==> src/logic/controlUnit_macros.svh <==
`ifndef CONTROL_UNIT_MACROS_SVH
`define CONTROL_UNIT_MACROS_SVH

// --------------------
// Instruction word

// Instruction register width
`define WORD_WIDTH 32

// Opcode field of the instruction register
`define OPCODE_MSB 31
`define OPCODE_LSB 27

// --------------------
// Sequencer

// Execute step counter, longest class is load with five steps
`define STEP_WIDTH 3

`endif

==> src/logic/controlUnitPkg.sv <==
`include "controlUnit_macros.svh"

package controlUnitPkg;

	// Opcode encodings, undefined codes decode as nop
	typedef enum logic [`OPCODE_MSB-`OPCODE_LSB:0] {
		opLoad   = 5'b00000,
		opLdi    = 5'b00001,
		opStore  = 5'b00010,
		opAdd    = 5'b00011,
		opSub    = 5'b00100,
		opShr    = 5'b00101,
		opShra   = 5'b00110,
		opShl    = 5'b00111,
		opRor    = 5'b01000,
		opRol    = 5'b01001,
		opAnd    = 5'b01010,
		opOr     = 5'b01011,
		opAddi   = 5'b01100,
		opAndi   = 5'b01101,
		opOri    = 5'b01110,
		opNeg    = 5'b10001,
		opNot    = 5'b10010,
		opBranch = 5'b10011,
		opNop    = 5'b11010,
		opHalt   = 5'b11011
	} opcode_e;

	// Instruction classes, each with its own execute sequence
	typedef enum logic [3:0] {
		classLoad,
		classLoadImm,
		classStore,
		classAluReg,
		classAluImm,
		classAluUnary,
		classBranch,
		classNop,
		classHalt
	} instrClass_e;

	// ALU function select; aluBranch adds the offset to PC
	typedef enum logic [3:0] {
		aluNone,
		aluAdd,
		aluSub,
		aluAnd,
		aluOr,
		aluShr,
		aluShra,
		aluShl,
		aluRor,
		aluRol,
		aluNeg,
		aluNot,
		aluBranch
	} aluOp_e;

	typedef enum logic [2:0] {
		phaseReset,
		phaseT0,
		phaseT1,
		phaseT2,
		phaseExec,
		phaseHalt
	} phase_e;

endpackage

==> src/logic/opcodeDecoder.sv <==
`include "controlUnit_macros.svh"

module opcodeDecoder (
	input  logic [`OPCODE_MSB-`OPCODE_LSB:0] opcode,
	output controlUnitPkg::instrClass_e      decClass,
	output controlUnitPkg::aluOp_e           decAluOp
);

	controlUnitPkg::opcode_e op;

	assign op = controlUnitPkg::opcode_e'(opcode);

	// --------------------
	// Instruction class
	always_comb begin
		case (op)
			controlUnitPkg::opLoad:  decClass = controlUnitPkg::classLoad;
			controlUnitPkg::opLdi:   decClass = controlUnitPkg::classLoadImm;
			controlUnitPkg::opStore: decClass = controlUnitPkg::classStore;
			controlUnitPkg::opAdd, controlUnitPkg::opSub,
			controlUnitPkg::opAnd, controlUnitPkg::opOr,
			controlUnitPkg::opShr, controlUnitPkg::opShra, controlUnitPkg::opShl,
			controlUnitPkg::opRor, controlUnitPkg::opRol:
				decClass = controlUnitPkg::classAluReg;
			controlUnitPkg::opAddi, controlUnitPkg::opAndi, controlUnitPkg::opOri:
				decClass = controlUnitPkg::classAluImm;
			controlUnitPkg::opNeg, controlUnitPkg::opNot:
				decClass = controlUnitPkg::classAluUnary;
			controlUnitPkg::opBranch: decClass = controlUnitPkg::classBranch;
			controlUnitPkg::opHalt:   decClass = controlUnitPkg::classHalt;
			// nop and every undefined code
			default: decClass = controlUnitPkg::classNop;
		endcase
	end

	// --------------------
	// ALU operation
	always_comb begin
		case (op)
			// Memory classes form their address with an add
			controlUnitPkg::opLoad, controlUnitPkg::opLdi, controlUnitPkg::opStore,
			controlUnitPkg::opAdd, controlUnitPkg::opAddi:
				decAluOp = controlUnitPkg::aluAdd;
			controlUnitPkg::opSub:  decAluOp = controlUnitPkg::aluSub;
			controlUnitPkg::opAnd, controlUnitPkg::opAndi:
				decAluOp = controlUnitPkg::aluAnd;
			controlUnitPkg::opOr, controlUnitPkg::opOri:
				decAluOp = controlUnitPkg::aluOr;
			controlUnitPkg::opShr:    decAluOp = controlUnitPkg::aluShr;
			controlUnitPkg::opShra:   decAluOp = controlUnitPkg::aluShra;
			controlUnitPkg::opShl:    decAluOp = controlUnitPkg::aluShl;
			controlUnitPkg::opRor:    decAluOp = controlUnitPkg::aluRor;
			controlUnitPkg::opRol:    decAluOp = controlUnitPkg::aluRol;
			controlUnitPkg::opNeg:    decAluOp = controlUnitPkg::aluNeg;
			controlUnitPkg::opNot:    decAluOp = controlUnitPkg::aluNot;
			controlUnitPkg::opBranch: decAluOp = controlUnitPkg::aluBranch;
			default:                  decAluOp = controlUnitPkg::aluNone;
		endcase
	end

endmodule

==> src/logic/stepSequencer.sv <==
`include "controlUnit_macros.svh"

module stepSequencer (
	input  logic                        clock,
	input  logic                        reset,
	input  controlUnitPkg::instrClass_e decClass,
	input  controlUnitPkg::aluOp_e      decAluOp,
	output controlUnitPkg::phase_e      phase,
	output logic [`STEP_WIDTH-1:0]      step,
	output controlUnitPkg::instrClass_e curClass,
	output controlUnitPkg::aluOp_e      curAluOp,
	output logic                        clear,
	output logic                        run
);

	localparam logic [`STEP_WIDTH-1:0] stepOne = 'd1;

	logic [`STEP_WIDTH-1:0] lastStep;

	// Number of execute steps for each class
	function automatic logic [`STEP_WIDTH-1:0] classLength(
		input controlUnitPkg::instrClass_e cls
	);
		case (cls)
			controlUnitPkg::classLoad:     return 'd5;
			controlUnitPkg::classLoadImm:  return 'd3;
			controlUnitPkg::classStore:    return 'd4;
			controlUnitPkg::classAluReg:   return 'd3;
			controlUnitPkg::classAluImm:   return 'd3;
			controlUnitPkg::classAluUnary: return 'd2;
			controlUnitPkg::classBranch:   return 'd4;
			default:                       return 'd1;
		endcase
	endfunction

	assign lastStep = classLength(curClass) - stepOne;

	// --------------------
	// Phase and step FSM
	always_ff @(posedge clock) begin
		if (reset) begin
			phase    <= controlUnitPkg::phaseReset;
			step     <= '0;
			curClass <= controlUnitPkg::classNop;
		end else begin
			case (phase)
				controlUnitPkg::phaseReset: phase <= controlUnitPkg::phaseT0;
				controlUnitPkg::phaseT0:    phase <= controlUnitPkg::phaseT1;
				controlUnitPkg::phaseT1:    phase <= controlUnitPkg::phaseT2;
				controlUnitPkg::phaseT2: begin
					// IR holds the new instruction during T2
					phase    <= controlUnitPkg::phaseExec;
					step     <= '0;
					curClass <= decClass;
				end
				controlUnitPkg::phaseExec: begin
					if (step == lastStep) begin
						step <= '0;
						if (curClass == controlUnitPkg::classHalt) begin
							phase <= controlUnitPkg::phaseHalt;
						end else begin
							phase <= controlUnitPkg::phaseT0;
						end
					end else begin
						step <= step + stepOne;
					end
				end
				// Halt waits for reset
				controlUnitPkg::phaseHalt: phase <= controlUnitPkg::phaseHalt;
				default: phase <= controlUnitPkg::phaseReset;
			endcase
		end
	end

	always_ff @(posedge clock) begin
		if (phase == controlUnitPkg::phaseT2) begin
			curAluOp <= decAluOp;
		end
	end

	assign clear = (phase == controlUnitPkg::phaseReset);
	assign run   = (phase != controlUnitPkg::phaseHalt);

	// --------------------
	// Assertions
	stepBelowLength: assert property (@(posedge clock) disable iff (reset)
		phase == controlUnitPkg::phaseExec |-> step < classLength(curClass))
		else $error("step %0d past the length of class %s", step, curClass.name());

endmodule

==> src/logic/controlSignalGen.sv <==
`include "controlUnit_macros.svh"

module controlSignalGen (
	input  controlUnitPkg::phase_e      phase,
	input  logic [`STEP_WIDTH-1:0]      step,
	input  controlUnitPkg::instrClass_e curClass,
	input  controlUnitPkg::aluOp_e      curAluOp,
	input  logic                        conFF,
	output logic                        pcOut,
	output logic                        mdrOut,
	output logic                        zLowOut,
	output logic                        baOut,
	output logic                        cSignOut,
	output logic                        rOut,
	output logic                        rIn,
	output logic                        gra,
	output logic                        grb,
	output logic                        grc,
	output logic                        mdrIn,
	output logic                        marIn,
	output logic                        yIn,
	output logic                        irIn,
	output logic                        pcIn,
	output logic                        conIn,
	output logic                        zLowIn,
	output logic                        incPc,
	output logic                        mdRead,
	output logic                        write,
	output controlUnitPkg::aluOp_e      aluOp
);

	always_comb begin
		pcOut    = 1'b0;
		mdrOut   = 1'b0;
		zLowOut  = 1'b0;
		baOut    = 1'b0;
		cSignOut = 1'b0;
		rOut     = 1'b0;
		rIn      = 1'b0;
		gra      = 1'b0;
		grb      = 1'b0;
		grc      = 1'b0;
		mdrIn    = 1'b0;
		marIn    = 1'b0;
		yIn      = 1'b0;
		irIn     = 1'b0;
		pcIn     = 1'b0;
		conIn    = 1'b0;
		zLowIn   = 1'b0;
		incPc    = 1'b0;
		mdRead   = 1'b0;
		write    = 1'b0;
		aluOp    = controlUnitPkg::aluNone;

		case (phase)
			// --------------------
			// Fetch
			controlUnitPkg::phaseT0: begin
				pcOut  = 1'b1;
				marIn  = 1'b1;
				incPc  = 1'b1;
				zLowIn = 1'b1;
			end
			controlUnitPkg::phaseT1: begin
				zLowOut = 1'b1;
				pcIn    = 1'b1;
				mdRead  = 1'b1;
				mdrIn   = 1'b1;
			end
			controlUnitPkg::phaseT2: begin
				mdrOut = 1'b1;
				irIn   = 1'b1;
			end
			// --------------------
			// Execute
			controlUnitPkg::phaseExec: begin
				case (curClass)
					// Effective address is Rb plus the sign extended constant
					controlUnitPkg::classLoad, controlUnitPkg::classLoadImm,
					controlUnitPkg::classStore: begin
						case (step)
							0: begin
								grb   = 1'b1;
								baOut = 1'b1;
								yIn   = 1'b1;
							end
							1: begin
								cSignOut = 1'b1;
								zLowIn   = 1'b1;
								aluOp    = curAluOp;
							end
							2: begin
								zLowOut = 1'b1;
								if (curClass == controlUnitPkg::classLoadImm) begin
									gra = 1'b1;
									rIn = 1'b1;
								end else begin
									marIn = 1'b1;
								end
							end
							3: begin
								if (curClass == controlUnitPkg::classLoad) begin
									mdRead = 1'b1;
									mdrIn  = 1'b1;
								end else begin
									gra   = 1'b1;
									baOut = 1'b1;
									write = 1'b1;
								end
							end
							4: begin
								mdrOut = 1'b1;
								gra    = 1'b1;
								rIn    = 1'b1;
							end
							default: ;
						endcase
					end
					controlUnitPkg::classAluReg, controlUnitPkg::classAluImm: begin
						case (step)
							0: begin
								grb  = 1'b1;
								rOut = 1'b1;
								yIn  = 1'b1;
							end
							1: begin
								zLowIn = 1'b1;
								aluOp  = curAluOp;
								if (curClass == controlUnitPkg::classAluReg) begin
									grc  = 1'b1;
									rOut = 1'b1;
								end else begin
									cSignOut = 1'b1;
								end
							end
							2: begin
								zLowOut = 1'b1;
								gra     = 1'b1;
								rIn     = 1'b1;
							end
							default: ;
						endcase
					end
					controlUnitPkg::classAluUnary: begin
						if (step == 0) begin
							grb    = 1'b1;
							rOut   = 1'b1;
							zLowIn = 1'b1;
							aluOp  = curAluOp;
						end else begin
							zLowOut = 1'b1;
							gra     = 1'b1;
							rIn     = 1'b1;
						end
					end
					controlUnitPkg::classBranch: begin
						case (step)
							0: begin
								gra   = 1'b1;
								rOut  = 1'b1;
								conIn = 1'b1;
							end
							1: begin
								pcOut = 1'b1;
								yIn   = 1'b1;
							end
							2: begin
								cSignOut = 1'b1;
								zLowIn   = 1'b1;
								aluOp    = curAluOp;
							end
							// Target is loaded only when the condition holds
							3: begin
								zLowOut = 1'b1;
								pcIn    = conFF;
							end
							default: ;
						endcase
					end
					// nop and halt spend their step idle
					default: ;
				endcase
			end
			// Reset and halt leave every strobe low
			default: ;
		endcase

		// Only one register select drives the register file decoder
		assert ($countones({gra, grb, grc}) <= 1)
			else $error("more than one of gra, grb, grc raised");
		// The ALU result is only useful when Z captures it
		assert (zLowIn || aluOp == controlUnitPkg::aluNone)
			else $error("aluOp %s without zLowIn", aluOp.name());
	end

endmodule

==> src/logic/controlUnit.sv <==
`include "controlUnit_macros.svh"

module controlUnit (
	input  logic                   clock,
	input  logic                   reset,
	input  logic [`WORD_WIDTH-1:0] irReg,
	input  logic                   conFF,
	output logic                   pcOut,
	output logic                   mdrOut,
	output logic                   zLowOut,
	output logic                   baOut,
	output logic                   cSignOut,
	output logic                   rOut,
	output logic                   rIn,
	output logic                   gra,
	output logic                   grb,
	output logic                   grc,
	output logic                   mdrIn,
	output logic                   marIn,
	output logic                   yIn,
	output logic                   irIn,
	output logic                   pcIn,
	output logic                   conIn,
	output logic                   zLowIn,
	output logic                   incPc,
	output logic                   mdRead,
	output logic                   write,
	output controlUnitPkg::aluOp_e aluOp,
	output logic                   clear,
	output logic                   run
);

	controlUnitPkg::instrClass_e decClass;
	controlUnitPkg::aluOp_e      decAluOp;
	controlUnitPkg::phase_e      phase;
	logic [`STEP_WIDTH-1:0]      step;
	controlUnitPkg::instrClass_e curClass;
	controlUnitPkg::aluOp_e      curAluOp;

	opcodeDecoder uDecoder (
		.opcode   (irReg[`OPCODE_MSB:`OPCODE_LSB]),
		.decClass (decClass),
		.decAluOp (decAluOp)
	);

	// Phase, step and latched instruction
	stepSequencer uSequencer (.*);

	// Datapath strobes for the current step
	controlSignalGen uSignalGen (.*);

endmodule

==> config.mk <==
export PLATFORM = sky130hd
export DESIGN_NAME = controlUnit
export DESIGN_NICKNAME = d
export VERILOG_FILES = /design/src/logic/controlUnitPkg.sv /design/src/logic/opcodeDecoder.sv /design/src/logic/stepSequencer.sv /design/src/logic/controlSignalGen.sv /design/src/logic/controlUnit.sv
export VERILOG_INCLUDE_DIRS = /design/src /design/src/logic
export SDC_FILE = /design/constraint.sdc
export NUM_CORES = 1
export LEC_CHECK = 0
export ABC_AREA = 1
export BUFFER_PORTS_ARGS = -buffer_cell sky130_fd_sc_hd__buf_2
export CAP_MARGIN = 15
export CORE_ASPECT_RATIO = 1.75
export CORE_MARGIN = 10
export CORE_UTILIZATION = 51
export DETAILED_ROUTE_END_ITERATION = 8
export PLACE_DENSITY = 0.86
export SYNTH_ARGS = -nofsm -noshare
export SYNTH_HDL_FRONTEND = slang
export SYNTH_SLANG_ARGS = --single-unit
export TNS_END_PERCENT = 20
==> constraint.sdc <==
create_clock -name clock -period 3.7 [get_ports clock]
set_input_delay 0.37 -clock clock [delete_from_list [all_inputs] [get_ports clock]]
set_output_delay 0.37 -clock clock [all_outputs]
set_load 0.1 [all_outputs]
# --- Yosys cells after proc, flatten, opt, wreduce, memory -nomap -nowiden ---
# Memories as Yosys holds them, arrays and structs flattened. A register that Yosys moved wholly into a read port is not among the register bits.
# Cells that the tools add are included.
word_totals:
  ff_bits: 6
  rom_bits: 256
  inputBits: 35
  out_inout_bits: 26
  elab_cells: 105
  n_memories: 2
mem_list:
  columns: ["memory", "depth", "width", "rd", "rd_clocked_by_memory_dff", "write_ports", "line_no", "text"]
  rows:
  - ["(name not given)", 32, 4, 1, 1, 0, "opcodeDecoder.sv:39", "case (op)"]
  - ["(name not given)", 32, 4, 1, 1, 0, "opcodeDecoder.sv:16", "case (op)"]
classes:
  addsub: 2
  n_eq_ne: 19
  mux: 69
  n_reduce_logical: 11
ops:
  columns: ["operator", "n"]
  rows:
  - ["$mux 1", 40]
  - ["$pmux 1 s2", 12]
  - ["$pmux 3 s6", 1]
  - ["$mux 4", 4]
  - ["$pmux 1 s3", 5]
  - ["$eq 3x2->1 const B", 4]
  - ["$eq 4x3->1 const B", 3]
  - ["$pmux 3 s4", 1]
  - ["$pmux 4 s3", 1]
  - ["$eq 3x3->1 const B", 3]
  - ["$mux 3", 3]
  - ["$eq 4x2->1 const B", 2]
  - ["$eq 3x1->1 const B", 2]
  - ["$logic_not 3->1", 2]
  - ["$pmux 3 s2", 1]
  - ["$reduce_or 2->1", 3]
  - ["$reduce_or 3->1", 2]
  - ["$reduce_or 6->1", 1]
  - ["$reduce_or 5->1", 1]
  - ["$eq 4x1->1 const B", 1]
  - ["$eq 4x4->1 const B", 1]
  - ["$logic_not 4->1", 1]
  - ["$pmux 1 s4", 1]
  - ["$add 3x1->3 const B", 1]
  - ["5 further kinds", 5]

# --- Depth between registers and ports, before layout ---
logic_depth:
  word_depth: 7
  depth_mapped: 17
  depth_no_buf: 17

# --- Modules after synthesis ---
# Synthesis repeated with hierarchy kept, for this count alone.
unflattened:
  hier_cells: 251
  hier_area_um2: 1566.5
by_module_without_submodules:
  columns: ["module", "instances", "cells_per_inst", "area_per_inst_um2", "seq_area_each_um2"]
  rows:
  - ["stepSequencer", 1, 85, 719.4, 320.3]
  - ["controlSignalGen", 1, 105, 488.0, 0.0]
  - ["opcodeDecoder", 1, 61, 359.1, 0.0]

# --- Least setup slack after synthesis ---
# OpenSTA, ideal clock, no wires.
synth_path:
  path_type: "reg2out"
  from: "register uSequencer.phase[0]"
  to: "output marIn"
  arrival_ns: 3.682
  required_time_ns: 3.330
  slack_ns: -0.352
  stages_incl_launch_ff: 5
  n_path_buf: 0
  cell_sequence: "dfxtp_1 > inv_2 > nor3_1 > inv_1 > o31ai_1"
synth_between:
  elab_chain_cells: 2
  elab_cells_between_ends: 3
  classes_between: "eq/ne: 2; mux: 1"
synth_lines:
  columns: ["item", "line_no", "text"]
  rows:
  - ["start: declaration", "stepSequencer.sv:8", "output controlUnitPkg::phase_e phase,"]
  - ["start signal: assignment", "stepSequencer.sv:42", "phase <= controlUnitPkg::phaseReset;"]
  - ["start signal: assignment", "stepSequencer.sv:47", "controlUnitPkg::phaseReset: phase <= controlUnitPkg::phaseT0;"]
  - ["start signal: assignment", "stepSequencer.sv:48", "controlUnitPkg::phaseT0: phase <= controlUnitPkg::phaseT1;"]
  - ["$eq 3x3->1 or $eq 3x1->1 (tied branches)", "controlSignalGen.sv:55", "case (phase)"]
  - ["$pmux 1 s2 *", "controlSignalGen.sv:55", null]
  - ["end: declaration", "controlUnit.sv:19", "output logic marIn,"]
# Mark *: on every way between the ends. The rest lies on a longest branch, timed or not.

# --- Worst setup path after layout ---
layout_path:
  from: "register uSequencer.phase[2]"
  to: "output mdRead"
layout_between:
  elab_chain_cells: 2
  elab_cells_between_ends: 3
  classes_between: "eq/ne: 2; mux: 1"
layout_lines:
  columns: ["item", "line_no", "text"]
  rows:
  - ["$eq 3x3->1 or $eq 3x2->1 (tied branches)", "controlSignalGen.sv:55", null]
  - ["$pmux 1 s2 *", "controlSignalGen.sv:55", null]
  - ["end: declaration", "controlUnit.sv:26", "output logic mdRead,"]
# Marked as above.

==> summary.md <==
| Metric | Value |
|---|---|
| Outcome | `finished, final reports clean` |
| Number of primary I/O pins | `61` |
| Rel. slew slack | `64.0%` |
| Synth-to-layout area growth | `16.1%` |
| First-pass GRT wire length | `5800 um` |
| CTS tree | `done` |
| Post-synth EDFFs | `4` |
| Total of max-cap violations | `0` |
| Hold Worst Slack | `388 ps` |
| # DRC | `0` |
| VDD IR-drop max | `0.000194 V` |
| Worst Setup End Kind | `output port` |
| Leading area contributor after synthesis | `dfxtp_1` |
| R2r startpoint | `uSequencer.curClass[3]` |
| Least-Margin Pin Slew | `539 ps` |
| Hold Path Depth | `2` |
| Clock Skew | `1.72 ps` |
| Commonest cells after routing, fill and taps aside | `45 x nand2_1, 34 x inv_1, 33 x buf_2` |
| Fmax | `391 MHz` |
| Ant diodes | `0` |
| NumNets Final | `292` |
| Clock slew at reported path FFs | `60 ps` |
| Register-to-Register Setup Slack | `1780 ps` |
| Register area share after synthesis | `23.8%` |
| Syn_nets | `259` |
| DRT iter0 DRCs | `35` |
| DR vias/cell | `5.45` |
| Layout cells sized above 1 | `22.4%` |
| Library cells used by synthesis | `35` |
| IO buf count | `33` |
| Min cycle time layout | `2550 ps` |
| Largest net degree at the start of global routing | `14` |
| Starting Density | `53.4%` |
| Critical path fanouts, max | `12` |
| CTS Buf Count | `3` |
| Finish-stage setup viols | `0` |
| Final Hold Vio Count | `0` |
| Critical Path RT | `3330 ps` |
| Initial antenna violation count | `0` |
| Finished Layout Cells | `271` |
| Total Power | `0.532 mW` |
| Die extent in y | `88.0 um` |
| Crit Reg-Reg Endpoint | `uSequencer.phase[0]` |
| Hold-fix buffers at CTS | `0` |
| P_leak | `0.833 nW` |
| Postcts setup bufs | `0` |
| CTS H-tree lvls | `1` |
| Clk_lat worst skew | `240 ps` |
| Final cycle utilization of the critical path | `69.0%` |
| Core area | `2520 sq um` |
| Power per cell area | `341 nW/um^2` |
| Finished Core Util | `62.0%` |
| Max Root-Sink Buffers | `2` |
| Aggregate global routing overflow | `0` |
| Final setup TNS | `0 ps` |
| DR WL/cell | `12.5 um` |
| DRT Pass-1 Iters | `4` |
| Post-cts sizing count | `0` |
| Min-delay src | `reset` |
| Synthesized area | `1350 sq um` |
| Total Routing Usage GR | `13.6%` |
| Routed WL | `3380 um` |
| Dpl cells | `267` |
| Hold Crit Endpoint | `uSequencer.phase[0]` |
| Worst r2r path cells | `17` |
| Main synth FF type | `dfxtp_1` |
| Die Area | `5180 sq um` |
| Synthesized area per cell | `6.32 sq um` |
| Ranking of synthesized cells by area | `dfxtp_1 15%, nand2_1 13%, ha_1 10%` |
| Routability cong. | `0.987` |
| Vias in the first global route | `1430` |
| Rows | `24` |
| WS Path Type | `reg2out` |
| Kind of start point of the critical path | `flop` |
| Synth top area share | `14.9%` |
| RSZ-0062 raised after global routing | `no` |
| Most common cell after layout, fill and taps aside | `nand2_1` |
| HP Class | `in2reg` |
| Die width | `58.8 um` |
| Fraction of registers with async set/reset | `0%` |
| Post-DRT Antenna Nets | `0` |
| Max-slew violation count | `0` |
| Clock root buffer | `clkbuf_8` |
| Warnings from Yosys | `0` |
| Worst EP arrival | `2180 ps` |
| Register bit total from synthesis | `14` |
| Clk sinks | `14` |
| Post-Syn Instances | `213` |
| Vias | `1476` |
| Dpl hpwl | `2820 um` |
==> final cells by class <==
type / count / area, sq um
clock buffers: 3 / 41.3
inverters: 39 / 146
clock inverters: 1 / 3.75
flip-flops and latches: 14 / 320
fillers: 260 / 960
repair buffers: 33 / 165
well taps: 26 / 32.5
multi-input cells: 155 / 853
==> stage by stage <==
stage                     worst slack (ps)  cell area, sq um
final                                 1150              1560
after global routing                   999              1560
after CTS                             1140              1560
after detailed placement              1420              1520
after global placement                1450              1520
after floorplan                       -342              1350
==> state kept, by name, indices dropped and copies added, names as in the netlist <==
signal               flops
uSequencer.curClass      4
uSequencer.step          3
uSequencer.phase         3
uSequencer.curAluOp      4
==> worst max-delay path by stage <==
| stage | startpoint | to | slack (ps) | cells after the start |
|---|---|---|---|---|
| final | uSequencer.phase[2] | mdRead | 1150 | 5 |
| after global routing | uSequencer.phase[2] | mdRead | 1000 | 5 |
| after CTS | uSequencer.phase[2] | mdRead | 1140 | 5 |
| after detailed placement | uSequencer.phase[2] | mdRead | 1420 | 5 |
| after global placement | uSequencer.phase[2] | marIn | 1450 | 5 |
| after floorplan | uSequencer.step[0] | mdrIn | -340 | 5 |
==> per-layer routing <==
layer	GRT usage, %	up-vias	share of wire (%)	wire length, um
li1	-	765	-	-
met1	11.3	659	36	1210
met2	26.7	45	54	1830
met3	3.91	7	7.7	260
met4	7.55	0	2.2	76
met5	0	-	0	0
==> power breakdown <==
part / switching [mW] / internal [mW]
Clock: 0.0516 / 0.0734
Combinational: 0.187 / 0.0456
Sequential: 0.00806 / 0.167
==> synth_stat cells, drive strengths merged (2+ instances only) <==
cell     n
ha      11
a311oi   2
dfxtp   10
inv     39
o21ai   15
edfxtp   4
o31ai    2
nor3     3
nand2   49
nand3   15
a21oi   19
buf      4
nor2    27
a31oi    2
==> logic make-up after synthesis <==
logic type | Yosys count | share of synthesized area [%]
fa+ha+maj | 11 | 10.2
compound gates | 48 | 20.9
flops | 14 | 23.8
xor+xnor | 1 | 0.651
buf+inv | 44 | 13.2
simple gates | 95 | 31.2
==> worst max-delay path, cell delays in order, from the launching register on <==
cell	delay, ps
dfxtp_1	460
nand2_1	140
nor2_2	440
inv_2	150
o31ai_1	260
buf_2	480
(Power assumes the default switching activity.)
